==> config.mk <==
export PLATFORM = sky130hd
export DESIGN_NAME = riscv_core
export DESIGN_NICKNAME = d
export VERILOG_FILES = /design/src/verilog/core_pkg.sv /design/src/verilog/issue_if.sv /design/src/verilog/pipeline_control.sv /design/src/verilog/fetch_unit.sv /design/src/verilog/register_file.sv /design/src/verilog/decode_unit.sv /design/src/verilog/execute_unit.sv /design/src/verilog/riscv_core.sv
export SDC_FILE = /design/constraint.sdc
export NUM_CORES = 2
export LEC_CHECK = 0
export BUFFER_PORTS_ARGS = -buffer_cell sky130_fd_sc_hd__buf_2
export CORE_ASPECT_RATIO = 0.75
export CORE_MARGIN = 2
export CORE_UTILIZATION = 24
export CTS_CLUSTER_SIZE = 24
export DETAILED_ROUTE_END_ITERATION = 8
export PLACE_DENSITY = 0.46
export SLEW_MARGIN = 40
export SYNTH_ARGS = -nofsm -noshare
export SYNTH_HDL_FRONTEND = slang
export SYNTH_SLANG_ARGS = --single-unit
==> constraint.sdc <==
create_clock -name clk -period 8.47 [get_ports clk]
set_input_delay 0.847 -clock clk [delete_from_list [all_inputs] [get_ports clk]]
set_output_delay 0.847 -clock clk [all_outputs]
set_load 0.005 [all_outputs]
==> src/verilog/core_pkg.sv <==
// Core package.
// Widths, opcodes, ALU codes and the instruction formats shared by the core.
`default_nettype none

package core_pkg;

    localparam int XLEN       = 32;
    localparam int REG_ADDR_W = 5;
    localparam int NUM_REGS   = 32;
    localparam int ALU_OP_W   = 3;

    localparam logic [ALU_OP_W-1:0] ALU_ADD    = 3'd0;
    localparam logic [ALU_OP_W-1:0] ALU_SUB    = 3'd1;
    localparam logic [ALU_OP_W-1:0] ALU_AND    = 3'd2;
    localparam logic [ALU_OP_W-1:0] ALU_OR     = 3'd3;
    localparam logic [ALU_OP_W-1:0] ALU_XOR    = 3'd4;
    localparam logic [ALU_OP_W-1:0] ALU_PASS_B = 3'd5; // Used by LUI.

    localparam logic [6:0] OPC_OP     = 7'b0110011;
    localparam logic [6:0] OPC_OP_IMM = 7'b0010011;
    localparam logic [6:0] OPC_LUI    = 7'b0110111;
    localparam logic [6:0] OPC_BRANCH = 7'b1100011;
    localparam logic [6:0] OPC_STORE  = 7'b0100011;

    localparam logic [2:0] F3_ADD_SUB = 3'b000;
    localparam logic [2:0] F3_XOR     = 3'b100;
    localparam logic [2:0] F3_OR      = 3'b110;
    localparam logic [2:0] F3_AND     = 3'b111;
    localparam logic [2:0] F3_BEQ     = 3'b000;
    localparam logic [2:0] F3_BNE     = 3'b001;
    localparam logic [2:0] F3_SW      = 3'b010;
    localparam logic [6:0] F7_SUB     = 7'b0100000;

    localparam logic [XLEN-1:0] INSTR_BYTES = 32'd4;
    localparam logic [XLEN-1:0] RESET_PC    = 32'h0000_0000;
    localparam logic [3:0]      WORD_STROBE = 4'b1111;

    // The five formats overlay the same 32-bit word.
    typedef struct packed {
        logic [6:0] funct7;
        logic [4:0] rs2;
        logic [4:0] rs1;
        logic [2:0] funct3;
        logic [4:0] rd;
        logic [6:0] opcode;
    } r_format_t;

    typedef struct packed {
        logic [11:0] imm;
        logic [4:0]  rs1;
        logic [2:0]  funct3;
        logic [4:0]  rd;
        logic [6:0]  opcode;
    } i_format_t;

    typedef struct packed {
        logic [6:0] imm_hi;
        logic [4:0] rs2;
        logic [4:0] rs1;
        logic [2:0] funct3;
        logic [4:0] imm_lo;
        logic [6:0] opcode;
    } s_format_t;

    typedef struct packed {
        logic       imm_12;
        logic [5:0] imm_10_5;
        logic [4:0] rs2;
        logic [4:0] rs1;
        logic [2:0] funct3;
        logic [3:0] imm_4_1;
        logic       imm_11;
        logic [6:0] opcode;
    } b_format_t;

    typedef struct packed {
        logic [19:0] imm;
        logic [4:0]  rd;
        logic [6:0]  opcode;
    } u_format_t;

    typedef union packed {
        r_format_t r;
        i_format_t i;
        s_format_t s;
        b_format_t b;
        u_format_t u;
    } instr_u;

endpackage

`default_nettype wire

==> src/verilog/issue_if.sv <==
// Issue interface.
// Carries one decoded instruction from decode to execute.
`timescale 1ns/100ps
`default_nettype none

interface issue_if;

    logic [core_pkg::ALU_OP_W-1:0]   alu_op;
    logic [core_pkg::XLEN-1:0]       operand_a;
    logic [core_pkg::XLEN-1:0]       operand_b;
    logic [core_pkg::REG_ADDR_W-1:0] rd;
    logic                            rd_write;
    logic                            is_store;
    logic [core_pkg::XLEN-1:0]       store_data; // Also the second branch operand.
    logic                            is_branch;
    logic                            branch_on_equal;
    logic [core_pkg::XLEN-1:0]       branch_target;

    modport decode_mp (
        output alu_op, operand_a, operand_b, rd, rd_write,
        output is_store, store_data, is_branch, branch_on_equal, branch_target
    );

    modport execute_mp (
        input alu_op, operand_a, operand_b, rd, rd_write,
        input is_store, store_data, is_branch, branch_on_equal, branch_target
    );

endinterface

`default_nettype wire

==> src/verilog/pipeline_control.sv <==
// Pipeline control.
// Keeps the decode and execute valid bits and flushes them on a taken branch.
`timescale 1ns/100ps
`default_nettype none

module pipeline_control (
    input  logic clk,
    input  logic reset,
    input  logic stall_i,
    input  logic redirect_i,
    output logic advance_o,
    output logic decode_valid_o,
    output logic exec_valid_o
);

    // Every stage moves together unless the outside world stalls us.
    assign advance_o = !stall_i;

    always_ff @(posedge clk) begin
        if (reset) begin
            decode_valid_o <= 1'b0;
            exec_valid_o   <= 1'b0;
        end
        else if (advance_o) begin
            if (redirect_i) begin
                // Both younger instructions came from the wrong path.
                decode_valid_o <= 1'b0;
                exec_valid_o   <= 1'b0;
            end
            else begin
                decode_valid_o <= 1'b1;           // The next word is on the correct path.
                exec_valid_o   <= decode_valid_o;
            end
        end
    end

endmodule

`default_nettype wire

==> src/verilog/fetch_unit.sv <==
// Fetch unit.
// Holds the program counter that addresses the instruction memory.
`timescale 1ns/100ps
`default_nettype none

module fetch_unit (
    input  logic                      clk,
    input  logic                      reset,
    input  logic                      advance_i,
    input  logic                      redirect_i,
    input  logic [core_pkg::XLEN-1:0] redirect_target_i,
    output logic [core_pkg::XLEN-1:0] instruction_address_o,
    output logic [core_pkg::XLEN-1:0] pc_o
);

    always_ff @(posedge clk) begin
        if (reset) begin
            instruction_address_o <= core_pkg::RESET_PC;
        end
        else if (advance_i) begin
            if (redirect_i) begin
                instruction_address_o <= redirect_target_i;
            end
            else begin
                instruction_address_o <= instruction_address_o + core_pkg::INSTR_BYTES;
            end
        end
    end

    // The word for this address comes back one cycle later, so pc_o trails by one.
    always_ff @(posedge clk) begin
        if (advance_i) pc_o <= instruction_address_o;
    end

endmodule

`default_nettype wire

==> src/verilog/register_file.sv <==
// Register file.
// Thirty-two words, two combinational read ports and one write port.
`timescale 1ns/100ps
`default_nettype none

module register_file (
    input  logic                            clk,
    input  logic [core_pkg::REG_ADDR_W-1:0] rs1_i,
    input  logic [core_pkg::REG_ADDR_W-1:0] rs2_i,
    input  logic                            wr_en_i,
    input  logic [core_pkg::REG_ADDR_W-1:0] wr_addr_i,
    input  logic [core_pkg::XLEN-1:0]       wr_data_i,
    output logic [core_pkg::XLEN-1:0]       rs1_data_o,
    output logic [core_pkg::XLEN-1:0]       rs2_data_o
);

    logic [core_pkg::XLEN-1:0] regs [core_pkg::NUM_REGS];

    always_ff @(posedge clk) begin
        if (wr_en_i) regs[wr_addr_i] <= wr_data_i;
    end

    // Register 0 reads as zero whatever was written to it.
    assign rs1_data_o = (rs1_i == '0) ? '0 : regs[rs1_i];
    assign rs2_data_o = (rs2_i == '0) ? '0 : regs[rs2_i];

endmodule

`default_nettype wire

==> src/verilog/decode_unit.sv <==
// Decode unit.
// Decodes the instruction word, picks the immediate, forwards writeback data
// over the register file values and registers the issue payload.
`timescale 1ns/100ps
`default_nettype none

module decode_unit (
    input  logic                            clk,
    input  logic                            reset,
    input  logic                            advance_i,
    input  logic                            decode_valid_i,
    input  logic [core_pkg::XLEN-1:0]       instruction_i,
    input  logic [core_pkg::XLEN-1:0]       pc_i,
    input  logic                            wb_en_i,
    input  logic [core_pkg::REG_ADDR_W-1:0] wb_rd_i,
    input  logic [core_pkg::XLEN-1:0]       wb_data_i,
    output logic [core_pkg::REG_ADDR_W-1:0] rs1_o,
    output logic [core_pkg::REG_ADDR_W-1:0] rs2_o,
    input  logic [core_pkg::XLEN-1:0]       rs1_data_i,
    input  logic [core_pkg::XLEN-1:0]       rs2_data_i,
    issue_if.decode_mp                      issue
);

    core_pkg::instr_u                instr;
    logic [core_pkg::XLEN-1:0]       rs1_val;
    logic [core_pkg::XLEN-1:0]       rs2_val;
    logic [core_pkg::XLEN-1:0]       imm_i;
    logic [core_pkg::XLEN-1:0]       imm_s;
    logic [core_pkg::XLEN-1:0]       imm_b;
    logic [core_pkg::XLEN-1:0]       imm_u;
    logic [core_pkg::ALU_OP_W-1:0]   alu_op;
    logic [core_pkg::XLEN-1:0]       op_b;
    logic                            rd_write;
    logic                            is_store;
    logic                            is_branch;

    assign instr = instruction_i;
    assign rs1_o = instr.r.rs1; // Source fields sit in the same place in every format.
    assign rs2_o = instr.r.rs2;

    // The instruction in execute writes its result this cycle; take it directly.
    assign rs1_val = (wb_en_i && wb_rd_i == rs1_o) ? wb_data_i : rs1_data_i;
    assign rs2_val = (wb_en_i && wb_rd_i == rs2_o) ? wb_data_i : rs2_data_i;

    assign imm_i = {{(core_pkg::XLEN-12){instr.i.imm[11]}}, instr.i.imm};
    assign imm_s = {{(core_pkg::XLEN-12){instr.s.imm_hi[6]}}, instr.s.imm_hi, instr.s.imm_lo};
    assign imm_b = {{(core_pkg::XLEN-13){instr.b.imm_12}}, instr.b.imm_12, instr.b.imm_11,
                    instr.b.imm_10_5, instr.b.imm_4_1, 1'b0};
    assign imm_u = {instr.u.imm, 12'h000};

    always_comb begin
        alu_op    = core_pkg::ALU_ADD;
        op_b      = rs2_val;
        rd_write  = 1'b0;
        is_store  = 1'b0;
        is_branch = 1'b0;
        case (instr.r.opcode)
            core_pkg::OPC_OP: begin
                rd_write = 1'b1;
                case (instr.r.funct3)
                    core_pkg::F3_ADD_SUB: begin
                        if (instr.r.funct7 == core_pkg::F7_SUB) alu_op = core_pkg::ALU_SUB;
                    end
                    core_pkg::F3_XOR: alu_op = core_pkg::ALU_XOR;
                    core_pkg::F3_OR:  alu_op = core_pkg::ALU_OR;
                    core_pkg::F3_AND: alu_op = core_pkg::ALU_AND;
                    default:          rd_write = 1'b0;
                endcase
                // Only SUB may carry a nonzero funct7.
                if (instr.r.funct7 != '0 && !(instr.r.funct7 == core_pkg::F7_SUB &&
                                              instr.r.funct3 == core_pkg::F3_ADD_SUB)) begin
                    rd_write = 1'b0;
                end
            end
            core_pkg::OPC_OP_IMM: begin
                rd_write = (instr.i.funct3 == core_pkg::F3_ADD_SUB); // ADDI only.
                op_b     = imm_i;
            end
            core_pkg::OPC_LUI: begin
                rd_write = 1'b1;
                alu_op   = core_pkg::ALU_PASS_B;
                op_b     = imm_u;
            end
            core_pkg::OPC_BRANCH: begin
                is_branch = (instr.b.funct3 == core_pkg::F3_BEQ) ||
                            (instr.b.funct3 == core_pkg::F3_BNE);
            end
            core_pkg::OPC_STORE: begin
                is_store = (instr.s.funct3 == core_pkg::F3_SW);
                op_b     = imm_s;
            end
            default: ;
        endcase
    end

    // Control flags are cleared by reset and never set for a flushed slot.
    always_ff @(posedge clk) begin
        if (reset) begin
            issue.rd_write  <= 1'b0;
            issue.is_store  <= 1'b0;
            issue.is_branch <= 1'b0;
        end
        else if (advance_i) begin
            issue.rd_write  <= rd_write && decode_valid_i;
            issue.is_store  <= is_store && decode_valid_i;
            issue.is_branch <= is_branch && decode_valid_i;
        end
    end

    always_ff @(posedge clk) begin
        if (advance_i) begin
            issue.alu_op          <= alu_op;
            issue.operand_a       <= rs1_val;
            issue.operand_b       <= op_b;
            issue.rd              <= instr.r.rd;
            issue.store_data      <= rs2_val;
            issue.branch_on_equal <= (instr.b.funct3 == core_pkg::F3_BEQ);
            issue.branch_target   <= pc_i + imm_b;
        end
    end

endmodule

`default_nettype wire

==> src/verilog/execute_unit.sv <==
// Execute unit.
// ALU, branch compare and writeback, plus the registered store port.
`timescale 1ns/100ps
`default_nettype none

module execute_unit (
    input  logic                            clk,
    input  logic                            reset,
    input  logic                            advance_i,
    input  logic                            exec_valid_i,
    issue_if.execute_mp                     issue,
    output logic                            wb_en_o,
    output logic [core_pkg::REG_ADDR_W-1:0] wb_rd_o,
    output logic [core_pkg::XLEN-1:0]       wb_data_o,
    output logic                            redirect_o,
    output logic [core_pkg::XLEN-1:0]       redirect_target_o,
    output logic [3:0]                      mem_write_enable_o,
    output logic [core_pkg::XLEN-1:0]       mem_address_o,
    output logic [core_pkg::XLEN-1:0]       mem_data_o
);

    logic [core_pkg::XLEN-1:0] sum;
    logic                      operands_equal;

    // One adder serves ADD, ADDI and the store address.
    assign sum = issue.operand_a + issue.operand_b;

    always_comb begin
        case (issue.alu_op)
            core_pkg::ALU_SUB:    wb_data_o = issue.operand_a - issue.operand_b;
            core_pkg::ALU_AND:    wb_data_o = issue.operand_a & issue.operand_b;
            core_pkg::ALU_OR:     wb_data_o = issue.operand_a | issue.operand_b;
            core_pkg::ALU_XOR:    wb_data_o = issue.operand_a ^ issue.operand_b;
            core_pkg::ALU_PASS_B: wb_data_o = issue.operand_b;
            default:              wb_data_o = sum;
        endcase
    end

    assign wb_rd_o = issue.rd;
    // No write while stalled, and x0 is never written.
    assign wb_en_o = exec_valid_i && advance_i && issue.rd_write && (issue.rd != '0);

    // Branches compare rs1 against rs2, which travels in store_data.
    assign operands_equal    = (issue.operand_a == issue.store_data);
    assign redirect_o        = exec_valid_i && issue.is_branch &&
                               (operands_equal == issue.branch_on_equal);
    assign redirect_target_o = issue.branch_target;

    // The strobe is rewritten every cycle so it lasts a single cycle at most.
    always_ff @(posedge clk) begin
        if (reset) begin
            mem_write_enable_o <= '0;
        end
        else if (advance_i && exec_valid_i && issue.is_store) begin
            mem_write_enable_o <= core_pkg::WORD_STROBE;
        end
        else begin
            mem_write_enable_o <= '0;
        end
    end

    always_ff @(posedge clk) begin
        if (advance_i) begin
            mem_address_o <= {sum[core_pkg::XLEN-1:2], 2'b00}; // Word aligned.
            mem_data_o    <= issue.store_data;
        end
    end

endmodule

`default_nettype wire

==> src/verilog/riscv_core.sv <==
// Three-stage integer core top level.
// Connects control, fetch, decode, register file and execute.
`timescale 1ns/100ps
`default_nettype none

module riscv_core (
    input  logic                      clk,
    input  logic                      reset,
    input  logic                      stall_i,
    input  logic [core_pkg::XLEN-1:0] instruction_i,
    output logic [core_pkg::XLEN-1:0] instruction_address_o,
    output logic [3:0]                mem_write_enable_o,
    output logic [core_pkg::XLEN-1:0] mem_address_o,
    output logic [core_pkg::XLEN-1:0] mem_data_o
);

    logic                            advance;
    logic                            decode_valid;
    logic                            exec_valid;
    logic                            redirect;
    logic [core_pkg::XLEN-1:0]       redirect_target;
    logic [core_pkg::XLEN-1:0]       pc_decode;
    logic [core_pkg::REG_ADDR_W-1:0] rs1;
    logic [core_pkg::REG_ADDR_W-1:0] rs2;
    logic [core_pkg::XLEN-1:0]       rs1_data;
    logic [core_pkg::XLEN-1:0]       rs2_data;
    logic                            wb_en;
    logic [core_pkg::REG_ADDR_W-1:0] wb_rd;
    logic [core_pkg::XLEN-1:0]       wb_data;

    issue_if issue ();

    pipeline_control u_control (
        .clk            (clk),
        .reset          (reset),
        .stall_i        (stall_i),
        .redirect_i     (redirect),
        .advance_o      (advance),
        .decode_valid_o (decode_valid),
        .exec_valid_o   (exec_valid)
    );

    fetch_unit u_fetch (
        .clk                   (clk),
        .reset                 (reset),
        .advance_i             (advance),
        .redirect_i            (redirect),
        .redirect_target_i     (redirect_target),
        .instruction_address_o (instruction_address_o),
        .pc_o                  (pc_decode)
    );

    decode_unit u_decode (
        .clk            (clk),
        .reset          (reset),
        .advance_i      (advance),
        .decode_valid_i (decode_valid),
        .instruction_i  (instruction_i),
        .pc_i           (pc_decode),
        .wb_en_i        (wb_en),
        .wb_rd_i        (wb_rd),
        .wb_data_i      (wb_data),
        .rs1_o          (rs1),
        .rs2_o          (rs2),
        .rs1_data_i     (rs1_data),
        .rs2_data_i     (rs2_data),
        .issue          (issue.decode_mp)
    );

    register_file u_regs (
        .clk        (clk),
        .rs1_i      (rs1),
        .rs2_i      (rs2),
        .wr_en_i    (wb_en),
        .wr_addr_i  (wb_rd),
        .wr_data_i  (wb_data),
        .rs1_data_o (rs1_data),
        .rs2_data_o (rs2_data)
    );

    execute_unit u_execute (
        .clk                (clk),
        .reset              (reset),
        .advance_i          (advance),
        .exec_valid_i       (exec_valid),
        .issue              (issue.execute_mp),
        .wb_en_o            (wb_en),
        .wb_rd_o            (wb_rd),
        .wb_data_o          (wb_data),
        .redirect_o         (redirect),
        .redirect_target_o  (redirect_target),
        .mem_write_enable_o (mem_write_enable_o),
        .mem_address_o      (mem_address_o),
        .mem_data_o         (mem_data_o)
    );

endmodule

`default_nettype wire

### Word-level counts from Yosys, hierarchy flattened

Memories as Yosys holds them, arrays and structs flattened.
Index checks and enable logic that the tools add are counted.

* memories: 1
* output and inout port bits: 100
* word-level logic and storage cells: 87
* bits in registers: 272
* memory bits (writable): 1024

Memory list
* u_regs.regs: words 32, bits a word 32, rd ports 2, clocked after Yosys merged registers in 0, write ports 1, line register_file.sv:17 `logic [core_pkg::XLEN-1:0] regs [core_pkg::NUM_REGS];`

* bitwise gates (word level): 3
* equality and inequality tests: 20
* multiplexer cells: 20
* reductions and logical operators: 22
* add/sub/neg operators: 4

Operators with widths (number)
* 2-to-1 mux 32 bit: 5
* case mux 32 bit (5 select lines): 1
* case mux 32 bit (3 select lines): 1
* adder 32 bit: 2
* adder 32 x 3 -> 32 bit (second input constant): 1
* AND 32 bit: 1
* == test 32 bit: 1
* OR 32 bit: 1
* subtractor 32 bit: 1
* XOR 32 bit: 1
* == test 7 x 6 -> 1 bit (second input constant): 4
* == test 3 bit (second input constant): 5
* logical AND 1 bit: 13
* case mux 3 bit (4 select lines): 1
* == test 5 bit: 2
* logical NOT 5 bit: 2
* == test 3 x 2 -> 1 bit (second input constant): 3
* 2-to-1 mux 1 bit: 9
* == test 7 x 5 -> 1 bit (second input constant): 1
* == test 7 bit (second input constant): 1
* nonzero test 7 bit: 1
* == test 3 x 1 -> 1 bit (second input constant): 2
* case mux 3 bit (2 select lines): 1
* nonzero test 5 bit: 1
* 7 further kinds: 8

### Logic depth before layout (Yosys ltp)

* word-level depth: 7
* gate-level depth with buffers: 13
* gate-level depth less buffers: 13

### By module

Synthesis repeated with hierarchy kept, for this count alone.

* cells, all modules: 4342
* area, all modules: 65828.1 um^2

By module, submodules not included
* register_file: cells an instance 2400, area each 46960.0 um^2, times used 1
* execute_unit: cells an instance 1086, area each 8419.3 um^2, times used 1
* decode_unit: cells an instance 550, area each 7309.5 um^2, times used 1
* fetch_unit: cells an instance 298, area each 3064.2 um^2, times used 1
* pipeline_control: cells an instance 8, area each 75.1 um^2, times used 1

### Worst setup path before layout

Ideal clock, no wire load.

* kind: input to register
* start: input port stall_i
* end: memory u_regs.regs[31][0] (netlist name), enable pin
* arrival: 7.818 ns
* data required time: 8.049 ns
* path slack: 0.231 ns
* cell stages on the path: 5
* cells stage by stage: inv_1 > and3_1 > clkbuf_1 > nand3_1 > nor2_1

* cells in the longest elaborated chain, start to end: 6

RTL lines
* from (decl): line riscv_core.sv:9 `input logic stall_i,`
* logical NOT 1 bit: line pipeline_control.sv:17 `assign advance_o = !stall_i;`
* logical AND 1 bit (3 in series): line execute_unit.sv:41 `assign wb_en_o = exec_valid_i && advance_i && issue.rd_write && (issue.rd != '0);`
* 2-to-1 mux 1 bit: line register_file.sv:20 `if (wr_en_i) regs[wr_addr_i] <= wr_data_i;`
* 2-to-1 mux 1 bit (not written as such): line register_file.sv:20
* to (decl): line register_file.sv:17

No other way between the ends.

### Final worst setup path

* start: register u_decode.issue.operand_a[4]
* end: memory u_regs.regs[14][29] (netlist name), data pin

* cells in the longest elaborated chain, start to end: 2

RTL lines
* from (decl): line issue_if.sv:20 `output alu_op, operand_a, operand_b, rd, rd_write,`
* from (signal assigned): line decode_unit.sv:113 `issue.operand_a <= rs1_val;`
* adder 32 bit: line execute_unit.sv:26 `assign sum = issue.operand_a + issue.operand_b;`
* named net u_execute.sum (one bit): line execute_unit.sv:22 `logic [core_pkg::XLEN-1:0] sum;`
* case mux 32 bit (5 select lines): line execute_unit.sv:29 `case (issue.alu_op)`
* named net u_decode.wb_data_i (one bit): line decode_unit.sv:16 `input logic [core_pkg::XLEN-1:0] wb_data_i,`

The timed path passes the listed nets, and every way through them passes these cells.

==> metrics.md <==
| Metric | Value |
|---|---|
| Vias | ~40k |
| Max-slew violation count | 0 |
| Die Area | 273000 sq um |
| Layout cells sized above 1 | between 20 and 30% |
| Register-to-Register Path Depth | 12 |
| Post-synthesis area per instance | approximately 17 sq um |
| Final period util | between 50% and 60% |
| Worst slew margin | a little over two fifths |
| Setup Viol. Count Final | 0 |
| CTS sink cnt | roughly 1.3k |
| Slew @ Worst Pin | roughly 0.85 ns |
| Arr. time, crit path | around 5.3 ns |
| Drt drc | 0 |
| Post-synthesis adder-cell area fraction | between 2 and 3% |
| Setup Skew | about 0.045 ns |
| Hold Crit Class | in2reg |
| Worst r2r src | u_decode.issue.operand_a[4] |
| Total grt overflow | 0 |
| First-pass detailed-route iteration total | 8 |
| Pwr per Cell Area | 215.2 nW/um^2 |
| Clk root buf | clkbuf_16 |
| Setup Fix Bufs, Post-CTS | 0 |
| Ys async rst share | 0% |
| Worst-path cell chain | inv_1 > ha_1 > nand2_1 > o31ai_1 > a41oi_1 > a211oi_1 > o2111ai_1 > nand3_1 > a31oi_1 > xnor2_1 > o21ai_1 > inv_2 |
| Final min period | about 4.9 ns |
| 1st-iter DRT viols | approximately 4.9k |
| Ports | around 140 |
| TritonCTS Buffers | about 150 |
| Vias in the first global route | 38.48k |
| EDFF count, synth | 1255 |
| Post-Synthesis Cell Area | 64510 sq um |
| Synth Instances | between 3k and 4k |
| Critical Path RT | roughly 9 ns |
| First-pass GRT wire length | between 300000 and 400000 microns |
| # rows | roughly 160 |
| Synthesized flop and latch total | roughly 1.3k |
| Final hold violations | 0 |
| CTS tree | done |
| Top_reg_cell synth | edfxtp_1 |
| Post-synthesis mux area share | a little under a quarter |
| Worst setup EP type | flop |
| Maximum VDD drop | 0.1444 mV |
| CP Max Fanout | 32 |
| Worst hold path depth | 3 |
| Setup CP Type | reg2reg |
| Detailed Route WL | approximately 220000 microns |
| Largest family of logic cells by synthesized area | multiplexers |
| Seq/Total Area, Yosys | between 50% and 60% |
| Clk slew on worst S/H paths | around 0.06 ns |
| Post-layout util | between 20 and 30% |
| Max Clk Rate | 205.2 MHz |
| Die Y | about 450 microns |
| Static Leak | 24.14 nW |
| Hold path endpoint | u_decode.issue.is_branch |
| Startpoint Class | flop |
| CTS Hold Bufs | 0 |
| RR Endpoint | u_regs.regs[14][29] |
| Slowest cell on crit path | o21ai_1 |
| Buffers and inverters on the worst path | 2 |
| Synthesis warning total | 0 |
| Antenna-violating nets left | 0 |
| Largest net degree at the start of global routing | between 100 and 150 |
| Outcome | completed |
| Worst skew pair latency | roughly 0.8 ns |
| Core Box Area | between 200000 and 300000 sq um |
| Vias/cell | between 5 and 6 |
| Synthesized-area fraction occupied by ao, oa, aoi and oai cells | 6.377% |
| Post_cts resized | 0 |
| Avg WL per Cell | approximately 28 microns |
| Final setup margin | between 3 and 4 ns |
| Max-Cap Viols | 0 |
| Die width | ~600 microns |
| Synth Area in XOR/XNOR | approximately 1.7% |
| R2r setup slk | about 3.6 ns |
| Port Buf Inserts | around 130 |
| H-tree Lvls | 4 |
| Post-place setup slack | 3.562 ns |
| Netlist cell types | 90 |
| Initial core utilization | between 20% and 30% |
| Worst stage delay on the critical path | roughly 0.60 ns |
| CTS Buffer Depth | 4 |
| CP delay by family, top | compound AO/OA/AOI/OAI gates |
| Worst hold start | instruction_i[6] |
| Initial antenna violation count | 8 |
| Fin nets | about 4.2k |
| RSZ-0062 raised after global routing | no |
| RD Place Congestion | between 0.9 and 1 |
| GRT Total Usage | roughly 15% |
| DP HPWL | approximately 140000 microns |
| Sum Neg Setup Slack | 0 ns |
| Post-synthesis simple-gate area fraction | 3.970% |
| Syn-to-layout area delta | 15.99% |
-- power by group --
group	switching [mW]	internal [mW]	total [mW]
clock network	2.57	3.37	5.94
registers	0.108	7.57	7.68
logic	1.66	0.821	2.48
total	4.34	11.8	16.1
-- Yosys cell counts, types with 16 or more instances --
library cell  count  area (sq um)
a21o_1           23         172.7
nand2_1         106         397.9
edfxtp_1       1255         37690
buf_1            61         229.0
clkbuf_1        175         656.9
ha_1            126          1577
nand2b_1         30         187.7
or3_1            16         100.1
nor4_1           20         125.1
xor2_1           64         560.5
nor2_1          207         777.0
a211oi_1         59         442.9
mux4_2          633         14260
a21oi_1         162         810.8
inv_1           139         521.8
mux2i_1          75         750.7
nor3_1           45         225.2
o21ai_0          74         370.4
o22ai_1          63         394.1
o22a_1           17         148.9
xnor2_1          63         551.8
buf_2            21         105.1
dfxtp_1          38         760.7
nand3_1          37         185.2
-- per-stage QoR --
step / hold slack [ns] / power, mW / std cells / instance area, sq um
after global placement: 0.4102 / 10.25 / 7390 / 69960
after CTS: 0.3353 / 16.24 / 7654 / 74690
final: 0.3902 / 16.10 / 7665 / 74820
after global routing: 0.3993 / 16.68 / 7661 / 74810
after floorplan: 0.4003 / 9.260 / 3852 / 64630
after detailed placement: 0.4299 / 10.28 / 7411 / 70430
-- tightest hold or removal path, stage by stage --
cell and delay (ns):
buf_2 0.11, a32oi_1 0.09, nor2_1 0.09
-- registers in the layout, indices dropped and copies added (netlist names), 3 cells and up --
signal and flops:
u_execute.mem_address_o 30, u_fetch.pc_o 32, u_decode.issue.store_data 32, u_fetch.instruction_address_o 32
u_decode.issue.operand_a 32, u_regs.regs 1024, u_decode.issue.branch_target 32, u_decode.issue.alu_op 3
u_execute.mem_data_o 32, u_decode.issue.operand_b 32, u_decode.issue.rd 5
-- cell type report --
type                    count  area (sq um)
multi-input cells        2153         24960
clock inverters            55         381.6
flip-flops and latches   1293         38450
well taps                3569          4466
repair buffers            259          2128
inverters                 142         543.0
clock buffers             188          3885
fillers                 26671        191900
diodes                      6         15.01
-- layer usage --
metal	global-route usage [%]	share of wire (%)	vias up
met3	3.767	8.4	316
met5	0	0	-
li1	-	-	16126
met4	5.077	3.4	0
met1	22.57	45	20905
met2	22.35	43	1604
-- kinds of logic after synthesis --
kind of cell,after synthesis
other,1
buffers and inverters,406
XOR/XNOR,127
AND/OR/NAND/NOR,543
flip-flops,1293
AO/OA/AOI/OAI,608
adder cells (fa/ha/maj),129
multiplexers,712
-- cells in the final DEF (no fill, tap or decap), types with 63 or more instances in the layout --
master and count:
edfxtp_1 1255, clkbuf_16 149, nor2_1 173, mux2i_1 75
buf_4 94, a21oi_1 157, xor2_1 64, xnor2_1 63
buf_2 121, o21ai_0 71, nand2_1 106, mux4_2 633
o22ai_1 63, ha_1 126, inv_1 119
-- worst max-delay path by stage --
stage	from	end	slack, ns	cells past startpoint
2_1_floorplan	stall_i	u_regs.regs[31][0]	0.23	5
3_3_place_gp	u_decode.issue.operand_a[1]	u_regs.regs[13][21]	3.46	12
3_5_place_dp	u_decode.issue.operand_a[4]	u_regs.regs[10][31]	3.56	12
4_1_cts	u_decode.issue.operand_a[0]	u_regs.regs[11][30]	3.53	12
5_1_grt	u_decode.issue.operand_a[0]	u_regs.regs[5][30]	3.44	12
6_report	u_decode.issue.operand_a[4]	u_regs.regs[14][29]	3.60	12
(Power assumes the default switching activity.)
